File: src/common/core_defines.svh
`ifndef CORE_DEFINES_SVH
`define CORE_DEFINES_SVH

// address and data width
`define INST_ADDR_WIDTH 32

// first fetch address after reset
`define RESET_PC 32'h0000_0100

// fetch target on any exception
`define EXC_ENTRY 32'h0000_0200

// register file depth
`define NUM_REGS 32

`endif

File: src/common/core_pkg.sv
package core_pkg;

    ////////////////////
    // instruction fields
    ////////////////////

    // opcode field, bits 31:26
    localparam int OPC_W = 6;
    // rd / rj / rk index width
    localparam int REG_ADDR_W = 5;
    // signed immediate, bits 15:0
    localparam int IMM_W = 16;
    // lu12i upper value, bits 19:0
    localparam int UIMM_W = 20;

    ////////////////////
    // decoded operation
    ////////////////////

    // the opcode field carries these codes directly
    // anything above OP_B decodes as a nop
    typedef enum logic [3:0] {
        OP_ADDI  = 4'd0,
        OP_ADD   = 4'd1,
        OP_SUB   = 4'd2,
        OP_AND   = 4'd3,
        OP_OR    = 4'd4,
        OP_LU12I = 4'd5,
        OP_BEQ   = 4'd6,
        OP_BNE   = 4'd7,
        OP_B     = 4'd8,
        OP_NOP   = 4'd15
    } opcode_e;

    // exception cause carried down the pipe
    typedef enum logic [1:0] {
        EXC_NONE = 2'd0,
        EXC_INT  = 2'd1,
        EXC_ADEF = 2'd2
    } exc_cause_e;

endpackage

File: src/fetch/pc_reg.sv
`include "core_defines.svh"

module pc_reg (
    input  logic                        clk,
    input  logic                        rst,
    input  logic                        stall,
    input  logic                        pred_taken,
    input  logic [`INST_ADDR_WIDTH-1:0] pred_target,
    input  logic                        branch_flush,
    input  logic [`INST_ADDR_WIDTH-1:0] branch_actual_addr,
    input  logic                        exception_flush,
    input  logic                        interrupt,
    output logic [`INST_ADDR_WIDTH-1:0] fetch_pc,
    output logic                        fetch_valid,
    output core_pkg::exc_cause_e        fetch_exc
);

    // interrupt seen, not yet attached to a fetch
    logic int_pending;
    // current fetch handed to decode and kept
    logic fetch_taken;

    // a flush in the same cycle throws the fetch away
    assign fetch_taken = fetch_valid && !stall && !branch_flush && !exception_flush;

    // tag of the current fetch
    // interrupt wins over the alignment check
    assign fetch_exc = int_pending              ? core_pkg::EXC_INT  :
                       (fetch_pc[1:0] != 2'b00) ? core_pkg::EXC_ADEF :
                                                  core_pkg::EXC_NONE;

    ////////////////////
    // interrupt latch
    ////////////////////

    always_ff @(posedge clk) begin
        if (rst) begin
            int_pending <= 1'b0;
        end else begin
            // held until a tagged fetch really enters decode
            int_pending <= interrupt || (int_pending && !fetch_taken);
        end
    end

    ////////////////////
    // fetch address
    ////////////////////

    always_ff @(posedge clk) begin
        if (rst) begin
            fetch_valid <= 1'b0;
        end else begin
            fetch_valid <= 1'b1;
        end
    end

    // priority: exception, stall, mispredict, prediction, sequential
    always_ff @(posedge clk) begin
        if (rst) begin
            fetch_pc <= `RESET_PC;
        end else if (exception_flush) begin
            fetch_pc <= `EXC_ENTRY;
        end else if (stall || !fetch_valid) begin
            // no handshake, keep the address
            fetch_pc <= fetch_pc;
        end else if (branch_flush) begin
            fetch_pc <= branch_actual_addr;
        end else if (pred_taken) begin
            fetch_pc <= pred_target;
        end else begin
            fetch_pc <= fetch_pc + 32'd4;
        end
    end

endmodule

File: src/logic/core_top.sv
`include "core_defines.svh"

module core_top (
    input  logic                            clk,
    input  logic                            rst,
    input  logic                            interrupt,
    // instruction memory, combinational read
    output logic [`INST_ADDR_WIDTH-1:0]     fetch_pc,
    output logic                            fetch_valid,
    input  logic [`INST_ADDR_WIDTH-1:0]     inst_data,
    // writeback
    output logic                            wb_valid,
    input  logic                            wb_ready,
    output logic [core_pkg::REG_ADDR_W-1:0] wb_rd,
    output logic [`INST_ADDR_WIDTH-1:0]     wb_data,
    // exception report
    output logic                            exc_valid,
    output core_pkg::exc_cause_e            exc_cause,
    output logic [`INST_ADDR_WIDTH-1:0]     exc_pc
);

    // fetch / decode
    core_pkg::exc_cause_e            fetch_exc;
    logic                            dec_ready;
    logic                            stall;
    logic                            pred_taken;
    logic [`INST_ADDR_WIDTH-1:0]     pred_target;
    // decode / execute
    logic                            ex_valid;
    logic                            ex_ready;
    core_pkg::opcode_e               ex_op;
    logic [`INST_ADDR_WIDTH-1:0]     ex_pc;
    logic [core_pkg::REG_ADDR_W-1:0] ex_rd;
    logic [`INST_ADDR_WIDTH-1:0]     ex_a;
    logic [`INST_ADDR_WIDTH-1:0]     ex_b;
    logic [`INST_ADDR_WIDTH-1:0]     ex_imm;
    logic                            ex_wen;
    logic                            ex_pred_taken;
    core_pkg::exc_cause_e            ex_exc;
    // execute / result
    logic                            res_valid;
    logic                            res_ready;
    logic [core_pkg::REG_ADDR_W-1:0] res_rd;
    logic [`INST_ADDR_WIDTH-1:0]     res_data;
    logic                            res_wen;
    logic [`INST_ADDR_WIDTH-1:0]     res_pc;
    core_pkg::exc_cause_e            res_exc;
    // redirects
    logic                            branch_flush;
    logic [`INST_ADDR_WIDTH-1:0]     branch_actual_addr;
    logic                            exception_flush;
    logic                            flush;
    logic                            wb_fire;

    assign stall   = !dec_ready;
    // either redirect clears decode
    assign flush   = branch_flush || exception_flush;
    assign wb_fire = wb_valid && wb_ready;

    // port names match the wires above
    pc_reg        u_pc_reg  (.*);
    decode_stage  u_decode  (.*);
    execute_stage u_execute (.*);
    result_stage  u_result  (.*);

endmodule

File: src/logic/decode_stage.sv
`include "core_defines.svh"

module decode_stage (
    input  logic                            clk,
    input  logic                            rst,
    // from fetch
    input  logic [`INST_ADDR_WIDTH-1:0]     fetch_pc,
    input  logic                            fetch_valid,
    input  logic [`INST_ADDR_WIDTH-1:0]     inst_data,
    input  core_pkg::exc_cause_e            fetch_exc,
    output logic                            dec_ready,
    // to execute
    output logic                            ex_valid,
    input  logic                            ex_ready,
    output core_pkg::opcode_e               ex_op,
    output logic [`INST_ADDR_WIDTH-1:0]     ex_pc,
    output logic [core_pkg::REG_ADDR_W-1:0] ex_rd,
    output logic [`INST_ADDR_WIDTH-1:0]     ex_a,
    output logic [`INST_ADDR_WIDTH-1:0]     ex_b,
    output logic [`INST_ADDR_WIDTH-1:0]     ex_imm,
    output logic                            ex_wen,
    output logic                            ex_pred_taken,
    output core_pkg::exc_cause_e            ex_exc,
    // static prediction to fetch
    output logic                            pred_taken,
    output logic [`INST_ADDR_WIDTH-1:0]     pred_target,
    input  logic                            flush,
    // writeback handshake
    input  logic                            wb_fire,
    input  logic [core_pkg::REG_ADDR_W-1:0] wb_rd,
    input  logic [`INST_ADDR_WIDTH-1:0]     wb_data
);

    logic [core_pkg::OPC_W-1:0]      opc;
    logic [core_pkg::REG_ADDR_W-1:0] rd;
    logic [core_pkg::REG_ADDR_W-1:0] rj;
    logic [core_pkg::REG_ADDR_W-1:0] rk;
    logic [core_pkg::REG_ADDR_W-1:0] src1;
    logic [core_pkg::REG_ADDR_W-1:0] src2;
    logic [core_pkg::IMM_W-1:0]      imm16;
    logic [core_pkg::UIMM_W-1:0]     uimm;
    logic [`INST_ADDR_WIDTH-1:0]     imm;
    logic [`INST_ADDR_WIDTH-1:0]     rdata1;
    logic [`INST_ADDR_WIDTH-1:0]     rdata2;
    core_pkg::opcode_e               op;
    logic                            is_alu_rr;
    logic                            is_cond_br;
    logic                            use1;
    logic                            use2;
    logic                            wen;
    logic                            hazard;
    logic                            can_issue;
    logic                            accept;
    logic [`INST_ADDR_WIDTH-1:0]     regs [`NUM_REGS];
    // one pending bit per register
    logic [`NUM_REGS-1:0]            pending;
    logic [`NUM_REGS-1:0]            pending_next;

    ////////////////////
    // field decode
    ////////////////////

    assign opc   = inst_data[31:26];
    assign rd    = inst_data[25:21];
    assign rj    = inst_data[20:16];
    assign rk    = inst_data[15:11];
    assign imm16 = inst_data[core_pkg::IMM_W-1:0];
    assign uimm  = inst_data[core_pkg::UIMM_W-1:0];

    // unknown codes and tagged fetches run as nops
    always_comb begin
        if (fetch_exc != core_pkg::EXC_NONE || int'(opc) > int'(core_pkg::OP_B)) begin
            op = core_pkg::OP_NOP;
        end else begin
            op = core_pkg::opcode_e'(opc[3:0]);
        end
    end

    assign is_cond_br = (op == core_pkg::OP_BEQ) || (op == core_pkg::OP_BNE);
    assign is_alu_rr  = (op == core_pkg::OP_ADD) || (op == core_pkg::OP_SUB) ||
                        (op == core_pkg::OP_AND) || (op == core_pkg::OP_OR);

    // branches compare rd against rj
    assign src1 = is_cond_br ? rd : rj;
    assign src2 = is_cond_br ? rj : rk;
    assign use1 = is_alu_rr || is_cond_br || (op == core_pkg::OP_ADDI);
    assign use2 = is_alu_rr || is_cond_br;
    // r0 never becomes pending
    assign wen  = (is_alu_rr || op == core_pkg::OP_ADDI || op == core_pkg::OP_LU12I) &&
                  (rd != '0);

    // lu12i shifts up, the rest sign extend
    assign imm = (op == core_pkg::OP_LU12I) ?
                 {uimm, {(`INST_ADDR_WIDTH - core_pkg::UIMM_W){1'b0}}} :
                 {{(`INST_ADDR_WIDTH - core_pkg::IMM_W){imm16[core_pkg::IMM_W-1]}}, imm16};

    // register read, index 0 reads zero
    assign rdata1 = (src1 == '0) ? '0 : regs[src1];
    assign rdata2 = (src2 == '0) ? '0 : regs[src2];

    ////////////////////
    // interlock
    ////////////////////

    // also waits on its own rd so one writer per register is in flight
    assign hazard    = (use1 && pending[src1]) || (use2 && pending[src2]) ||
                       (wen && pending[rd]);
    assign can_issue = !hazard && (!ex_valid || ex_ready);
    // a flush swallows the fetch so the redirect is never held off
    assign dec_ready = can_issue || flush;
    assign accept    = fetch_valid && can_issue && !flush;

    // backward conditional branches and b predicted taken
    assign pred_taken  = accept &&
                         ((op == core_pkg::OP_B) || (is_cond_br && imm16[core_pkg::IMM_W-1]));
    assign pred_target = fetch_pc + imm;

    always_comb begin
        pending_next = pending;
        if (wb_fire) begin
            pending_next[wb_rd] = 1'b0;
        end
        // squashed item in the execute slot will never write back
        if (flush && ex_valid && ex_wen) begin
            pending_next[ex_rd] = 1'b0;
        end
        if (accept && wen) begin
            pending_next[rd] = 1'b1;
        end
    end

    always_ff @(posedge clk) begin
        if (rst) begin
            pending <= '0;
        end else begin
            pending <= pending_next;
        end
    end

    // register file, written at the writeback handshake
    always_ff @(posedge clk) begin
        if (wb_fire && wb_rd != '0) begin
            regs[wb_rd] <= wb_data;
        end
    end

    ////////////////////
    // execute slot
    ////////////////////

    always_ff @(posedge clk) begin
        if (rst || flush) begin
            ex_valid <= 1'b0;
        end else if (!ex_valid || ex_ready) begin
            ex_valid <= fetch_valid && !hazard;
        end
    end

    always_ff @(posedge clk) begin
        if (accept) begin
            ex_op         <= op;
            ex_pc         <= fetch_pc;
            ex_rd         <= rd;
            ex_a          <= rdata1;
            ex_b          <= rdata2;
            ex_imm        <= imm;
            ex_wen        <= wen;
            ex_pred_taken <= pred_taken;
            ex_exc        <= fetch_exc;
        end
    end

endmodule

File: src/logic/execute_stage.sv
`include "core_defines.svh"

module execute_stage (
    input  logic                            clk,
    input  logic                            rst,
    // from decode
    input  logic                            ex_valid,
    output logic                            ex_ready,
    input  core_pkg::opcode_e               ex_op,
    input  logic [`INST_ADDR_WIDTH-1:0]     ex_pc,
    input  logic [core_pkg::REG_ADDR_W-1:0] ex_rd,
    input  logic [`INST_ADDR_WIDTH-1:0]     ex_a,
    input  logic [`INST_ADDR_WIDTH-1:0]     ex_b,
    input  logic [`INST_ADDR_WIDTH-1:0]     ex_imm,
    input  logic                            ex_wen,
    input  logic                            ex_pred_taken,
    input  core_pkg::exc_cause_e            ex_exc,
    // to result
    output logic                            res_valid,
    input  logic                            res_ready,
    output logic [core_pkg::REG_ADDR_W-1:0] res_rd,
    output logic [`INST_ADDR_WIDTH-1:0]     res_data,
    output logic                            res_wen,
    output logic [`INST_ADDR_WIDTH-1:0]     res_pc,
    output core_pkg::exc_cause_e            res_exc,
    // redirects
    output logic                            branch_flush,
    output logic [`INST_ADDR_WIDTH-1:0]     branch_actual_addr,
    input  logic                            exception_flush
);

    logic                        fire;
    logic                        is_branch;
    logic                        taken;
    logic [`INST_ADDR_WIDTH-1:0] alu_out;
    logic [`INST_ADDR_WIDTH-1:0] target;
    logic [`INST_ADDR_WIDTH-1:0] seq_pc;

    assign ex_ready = !res_valid || res_ready;
    assign fire     = ex_valid && ex_ready;

    ////////////////////
    // alu and compare
    ////////////////////

    always_comb begin
        alu_out   = '0;
        is_branch = 1'b0;
        taken     = 1'b0;
        case (ex_op)
            core_pkg::OP_ADDI:  alu_out = ex_a + ex_imm;
            core_pkg::OP_ADD:   alu_out = ex_a + ex_b;
            core_pkg::OP_SUB:   alu_out = ex_a - ex_b;
            core_pkg::OP_AND:   alu_out = ex_a & ex_b;
            core_pkg::OP_OR:    alu_out = ex_a | ex_b;
            // immediate already shifted in decode
            core_pkg::OP_LU12I: alu_out = ex_imm;
            core_pkg::OP_BEQ: begin
                is_branch = 1'b1;
                taken     = (ex_a == ex_b);
            end
            core_pkg::OP_BNE: begin
                is_branch = 1'b1;
                taken     = (ex_a != ex_b);
            end
            core_pkg::OP_B: begin
                is_branch = 1'b1;
                taken     = 1'b1;
            end
            default: ;
        endcase
    end

    ////////////////////
    // branch resolve
    ////////////////////

    // offset is relative to the branch itself
    assign target = ex_pc + ex_imm;
    assign seq_pc = ex_pc + 32'd4;

    // misaligned targets go out as is, fetch tags them ADEF
    assign branch_actual_addr = taken ? target : seq_pc;

    // only the fetch behind the branch is younger, decode drops it
    // an exception flush in the same cycle takes over
    assign branch_flush = fire && is_branch && (taken != ex_pred_taken) && !exception_flush;

    ////////////////////
    // result slot
    ////////////////////

    always_ff @(posedge clk) begin
        if (rst || exception_flush) begin
            res_valid <= 1'b0;
        end else if (ex_ready) begin
            res_valid <= ex_valid;
        end
    end

    always_ff @(posedge clk) begin
        if (fire) begin
            res_rd   <= ex_rd;
            res_data <= alu_out;
            res_wen  <= ex_wen;
            res_pc   <= ex_pc;
            res_exc  <= ex_exc;
        end
    end

endmodule

File: src/logic/result_stage.sv
`include "core_defines.svh"

module result_stage (
    input  logic                            clk,
    input  logic                            rst,
    // from execute
    input  logic                            res_valid,
    output logic                            res_ready,
    input  logic [core_pkg::REG_ADDR_W-1:0] res_rd,
    input  logic [`INST_ADDR_WIDTH-1:0]     res_data,
    input  logic                            res_wen,
    input  logic [`INST_ADDR_WIDTH-1:0]     res_pc,
    input  core_pkg::exc_cause_e            res_exc,
    // writeback port
    output logic                            wb_valid,
    input  logic                            wb_ready,
    output logic [core_pkg::REG_ADDR_W-1:0] wb_rd,
    output logic [`INST_ADDR_WIDTH-1:0]     wb_data,
    // exception report
    output logic                            exc_valid,
    output core_pkg::exc_cause_e            exc_cause,
    output logic [`INST_ADDR_WIDTH-1:0]     exc_pc,
    output logic                            exception_flush
);

    logic fire;
    logic is_write;

    // single entry, frees when the held item is taken
    assign res_ready = !wb_valid || wb_ready;
    assign fire      = res_valid && res_ready;

    // tagged items flush instead of writing back
    assign exception_flush = fire && (res_exc != core_pkg::EXC_NONE);
    // r0 writes and non-writing ops never show up on wb
    assign is_write = res_valid && res_wen && (res_rd != '0) &&
                      (res_exc == core_pkg::EXC_NONE);

    always_ff @(posedge clk) begin
        if (rst) begin
            wb_valid  <= 1'b0;
            exc_valid <= 1'b0;
        end else begin
            if (res_ready) begin
                wb_valid <= is_write;
            end
            // one cycle pulse per exception
            exc_valid <= exception_flush;
        end
    end

    always_ff @(posedge clk) begin
        if (fire) begin
            wb_rd   <= res_rd;
            wb_data <= res_data;
        end
        if (exception_flush) begin
            exc_cause <= res_exc;
            exc_pc    <= res_pc;
        end
    end

endmodule

File: config.mk
export PLATFORM = sky130hd
export DESIGN_NAME = core_top
export DESIGN_NICKNAME = d
export VERILOG_FILES = /design/src/common/core_pkg.sv /design/src/fetch/pc_reg.sv /design/src/logic/core_top.sv /design/src/logic/decode_stage.sv /design/src/logic/execute_stage.sv /design/src/logic/result_stage.sv
export VERILOG_INCLUDE_DIRS = /design/src /design/src/common
export SDC_FILE = /design/constraint.sdc
export NUM_CORES = 2
export LEC_CHECK = 0
export ABC_CLOCK_PERIOD_IN_PS = 24200
export BUFFER_PORTS_ARGS = -buffer_cell sky130_fd_sc_hd__buf_2
export CORE_MARGIN = 10
export CORE_UTILIZATION = 35
export DETAILED_ROUTE_END_ITERATION = 7
export PLACE_DENSITY = 0.54
export SLEW_MARGIN = 20
export SYNTH_ARGS = -nofsm -noshare
export SYNTH_HDL_FRONTEND = slang
export SYNTH_HIERARCHICAL = 1
export SYNTH_SLANG_ARGS = --single-unit
File: constraint.sdc
create_clock -name clk -period 24.2 [get_ports clk]
set_input_delay 4.84 -clock clk [delete_from_list [all_inputs] [get_ports clk]]
set_output_delay 4.84 -clock clk [all_outputs]
set_load 0.05 [all_outputs]
* Word level (Yosys, flattened, before mapping)
Memory sizes are Yosys's and may differ from the RTL's. A register that Yosys moved wholly into a read port is not among the register bits. Cells that the tools add are included.
Word-level totals: register bits after elaboration 290, bits in writable memories 1024, output and inout port bits 106, bits of input ports 36, memories 1
Cells by class: order comparisons 9, eq/ne operators 20, add/sub/neg operators 7, multiplexer cells 32, reductions and logical operators 75, bitwise logic cells 7
Memory list:
- u_decode.regs | depth 32, width 32, rd ports 2, clocked after memory_dff 2, wr ports 1, RTL line decode_stage.sv:54 | logic [`INST_ADDR_WIDTH-1:0] regs [`NUM_REGS];
Operator list (number):
- $mux 32 | 7
- $pmux 32 s6 | 1
- $add 32x32->32 | 4
- $and 32x32->32 | 3
- $add 32x3->32 const B | 2
- $not 32->32 | 2
- $or 32x32->32 | 2
- $eq 32x32->1 | 1
- $eq 4x3->1 const B | 8
- $ne 32x32->1 | 1
- $sub 32x32->32 | 1
- $logic_and 1x1->1 | 31
- $lt 5x6->1 const B | 5
- $logic_or 1x1->1 | 21
- $mux 10 | 2
- $eq 4x2->1 const B | 4
- $bmux 1 s5 | 3
- $demux 1 s5 | 3
- $ge 5x1->1 const B | 3
- $reduce_bool 5->1 | 3
- $logic_not 1->1 | 10
- $logic_not 5->1 | 2
- $mux 1 | 10
- $mux 5 | 2
- other kinds (13) | 19

* Logic depth before layout (Yosys ltp)
word-level depth 24, depth in mapped cells 24, depth with buffers taken out 21

* Cells and area by module
The synthesis kept the hierarchy.
By module, submodules not included:
- decode_stage | cells each 3997, area an instance 57315.0 um^2, times used 1
- execute_stage | cells each 1246, area an instance 10238.6 um^2, times used 1
- pc_reg | cells each 320, area an instance 2349.8 um^2, times used 1
- result_stage | cells each 81, area an instance 2228.4 um^2, times used 1
- core_top | cells each 3, area an instance 16.3 um^2, times used 1

* Worst setup path before layout
OpenSTA, ideal clock, no wires.
kind input to register, start in inst_data[31], end reg u_decode.ex_a[0], read port of u_decode.regs, enable pin, setup time 0.857 ns, arrival time 17.398 ns, required time 23.343 ns, slack 5.945 ns, stages on the path 10, path through or4_4 buf_6 nor2_8 mux2i_1 o211a_1 a311oi_1 o311a_1 or4_1 buf_2 a21boi_0
On the way: word-level cells in the longest chain between the ends 16, elaborated cells between the ends (all ways) 36
RTL lines:
- from (decl) | RTL line core_top.sv:10 | input logic [`INST_ADDR_WIDTH-1:0] inst_data,
- $gt 6x4->1 * | RTL line decode_stage.sv:72 | if (fetch_exc != core_pkg::EXC_NONE || int'(opc) > int'(core_pkg::OP_B)) begin
- $logic_or 1x1->1 * | RTL line decode_stage.sv:72
- $mux 4 * | RTL line decode_stage.sv:72
- parallel branches: the longest is 8 deep, another holds $mux 5
- $logic_or 1x1->1 * | RTL line decode_stage.sv:106 | assign hazard = (use1 && pending[src1]) || (use2 && pending[src2]) ||
- $logic_not 1->1 * | RTL line decode_stage.sv:108 | assign can_issue = !hazard && (!ex_valid || ex_ready);
- $logic_and 1x1->1 * | RTL line decode_stage.sv:108
- $logic_and 1x1->1 * (2 in a row) | RTL line decode_stage.sv:111 | assign accept = fetch_valid && can_issue && !flush;
- via u_decode.accept | RTL line decode_stage.sv:53 | logic accept;
- to (decl) | RTL line decode_stage.sv:18 | output logic [`INST_ADDR_WIDTH-1:0] ex_a,
Mark *: on every way through the listed nets, which the timed path passes. The select of a mux whose other input is x is not followed. A chain may end at the register's enable or synchronous reset.

* Worst setup path after layout
start in inst_data[28], end reg u_decode.ex_b[3], read port of u_decode.regs, enable pin
On the way: word-level cells in the longest chain between the ends 16, elaborated cells between the ends (all ways) 36
RTL lines:
- $gt 6x4->1 | RTL line decode_stage.sv:72
- $logic_or 1x1->1 | RTL line decode_stage.sv:72
- $mux 4 * | RTL line decode_stage.sv:72
- parallel branches: the longest is 8 deep, another holds $mux 5
- $logic_or 1x1->1 * | RTL line decode_stage.sv:106
- $logic_not 1->1 * | RTL line decode_stage.sv:108
- $logic_and 1x1->1 * | RTL line decode_stage.sv:108
- $logic_and 1x1->1 * (2 in a row) | RTL line decode_stage.sv:111
- via u_decode.accept | RTL line decode_stage.sv:53
- to (decl) | RTL line decode_stage.sv:19 | output logic [`INST_ADDR_WIDTH-1:0] ex_b,
Marks and branches as above.

==> flow_summary.json <==
{
  "cts_root_buf": "clkbuf_16",
  "slowest_delay_ns": 0.91,
  "ys_warn_count": 6,
  "status": "complete, no violations",
  "ys_seq_elements": 1378,
  "syn_to_final_growth_pct": 12.6,
  "antenna_left": 0,
  "cts_num_sinks": 1378,
  "syn_area_mm2": 0.0721,
  "hpwl_mm": 152,
  "ir_drop_mv": 0.0606,
  "drtIter0Drc": 6433,
  "syn_area_per_cell_um2": 12.8,
  "crit_required_ns": 24.65,
  "power.density_mw_per_mm2": 71.0,
  "synth_top_cells_by_area": "edfxtp_1, mux4_2, nand2_1",
  "synthDistinctLibCells": 93,
  "gp_congestion": 0.935,
  "grt_usage": 0.218,
  "power.leakage_nw": 27.9,
  "grt_antenna_before_repair": 13,
  "wl_per_cell_um": 29.8,
  "rsz0062_at_grt": "false",
  "htree_levels": 4,
  "cp_max_fo": 50,
  "postSynthCellCount": 5647,
  "die_height_um": 474,
  "io_buffer_count": 141,
  "slew_headroom": 0.218,
  "ys.flop_type": "edfxtp_1",
  "cts.reportedPaths.clkPinSlew_ns": 0.06,
  "fin_nets": 5950,
  "worst-path-buf-inv": 6,
  "clk_latency_ns": 0.84,
  "finClkSkew_ns": 0.0642,
  "setup.worst_path.start": "inst_data[28]",
  "initial_core_util": 0.352,
  "via_count": 52000,
  "grt_pass1_vias": 49900,
  "preCtsSetupSlack_ns": 12.23,
  "synth-edff-count": 1308,
  "crit_arrival_ns": 11.63,
  "end_kind": "flip-flop",
  "grtUsageMet3": 0.0518,
  "ioPinCount": 142,
  "holdBufCountCts": 0,
  "synth_top_area_frac": 0.544,
  "async_flop_share": 0,
  "drc": 0,
  "layout_commonest_cell": "edfxtp_1",
  "slew_violations": 0,
  "tightestPinTransition_ns": 1.17,
  "setup_viol": 0,
  "setup_tns_ns": 0,
  "start_kind": "primary input",
  "met1_usage": 0.309,
  "drive_gt1_frac": 0.183,
  "grt_overflow": 0,
  "cpMaxStageDelayCell": "buf_4",
  "crit_top_cell": "buf_4",
  "vias_per_cell": 6.10,
  "path_delay_family": "buffers and inverters",
  "numCtsBuffers": 152,
  "fillCellCount": 19300,
  "grt_pass1_wl_mm": 361,
  "cp_cell_sequence": "buf_2 > and3b_1 > nand2_2 > or3_1 > o21ai_4 > buf_4 > o21ai_0 > o211a_2 > or4_2 > buf_4 > a21boi_4 > buf_4 > buf_4 > buf_4",
  "hold_viol_final": 0,
  "wirelength_mm": 254,
  "cap_violations": 0,
  "grt_max_degree": 142,
  "post_cts_buffers": 0,
  "die-area_mm2": 0.225,
  "hold_start": "u_execute/res_data[10]",
  "layout_common_cells": "edfxtp_1, nand2_1, mux4_2",
  "cts_tree": "done",
  "post_cts_resized": 0,
  "setup_slack_ns": 13.02,
  "criticalPathCategory": "in2reg",
  "core_area_mm2": 0.205,
  "clk_path_buf_depth": 3,
  "min_period_ns": 11.18,
  "hp-class": "reg2reg",
  "synth_top_cell_by_area": "edfxtp_1",
  "top_usage_layer": "met2",
  "fin_crit_sh": 0.462,
  "dr.pass1.iters": 5,
  "grtUsageMet2": 0.327,
  "die_w_um": 474,
  "rows": 166,
  "ys_seq_area_frac": 0.564,
  "fmax_mhz": 89.4
}
[power breakdown]
| group | internal, mW | switching, mW |
|---|---|---|
| sequential | 2.64 | 0.0561 |
| clock | 1.30 | 1.02 |
| combinational | 0.267 | 0.482 |
[final timing paths]
path                                             end  slack [ns]  depth (start not counted)
worst max-delay path                u_decode/ex_b[3]       13.02                         14
worst min-delay path            u_result/wb_data[10]        0.39                          0
worst max register to register      u_decode/ex_b[3]       16.69                         16
worst min register to register  u_result/wb_data[10]        0.39                          0
[Yosys cell counts, drive strengths merged, types with 22 or more instances]
master	count
nor3b	27
a211oi	92
nand4	33
mux2	42
ha	197
a22oi	48
buf	124
nor4	22
and3	123
a21oi	289
nand2b	27
edfxtp	1308
a311oi	73
nor3	52
clkbuf	270
a21o	73
nor2	209
nand2	885
o22ai	46
a221oi	74
xnor2	92
o211ai	53
xor2	51
mux4	393
o21ai	243
mux2i	24
nand3	218
inv	138
nor2b	35
dfxtp	70
a31oi	92
[metrics by stage]
stage	util	std cells	power, mW	area, um^2	hold slack [ns]
finish	0.397	8533	5.77	81200	0.393
global route	0.397	8529	5.96	81200	0.400
CTS	0.396	8524	5.79	81100	0.393
detailed placement	0.372	8244	3.48	76200	0.405
global placement	0.372	8244	3.48	76200	0.403
floorplan	-	5678	3.25	72300	0.400
[cell type report]
type                       count  area, um^2  share of cell area
sequential                  1378       40700               0.501
multi-input combinational   3768       29900               0.368
clock buffer                 175        3920              0.0483
tap                         2688        3360              0.0414
timing repair buffer         275        1800              0.0221
clock inverter               105        1010              0.0125
inverter                     138         519             0.00639
antenna                        6        15.0            0.000185
[routing by layer]
metal  vias to the layer above  routed length (um)
li1                      22100                   -
met1                     26600              107000
met2                      2813              112000
met3                       462               26900
met4                         4                9200
met5                         -                  23
[registers in the layout, indices dropped and copies added (netlist names), 5 cells and up, named ones only]
signal              flops
u_execute/res_rd        5
u_execute/res_data     32
u_decode/ex_imm        32
u_result/exc_pc        32
u_result/wb_data       32
u_decode/ex_a          32
u_decode/ex_b          32
u_result/wb_rd          5
u_decode/ex_pc         32
u_execute/res_pc       32
u_pc_reg/fetch_pc      30
u_decode/pending       32
u_decode/ex_rd          5
u_decode/regs        1024
[cells by family after synthesis]
| family | after synthesis | share of synthesized area |
|---|---|---|
| and+or+nand+nor | 1723 | 0.110 |
| DFF | 1378 | 0.564 |
| xor gates and xnor gates | 143 | 0.0174 |
| AOI/OAI and AO/OA | 1210 | 0.112 |
| adders and majority gates | 201 | 0.0353 |
| buffers and inverters | 532 | 0.0296 |
| muxes | 459 | 0.133 |
| other | 1 | 0.0000520 |
Note: power is estimated with default switching activity, not from simulation.
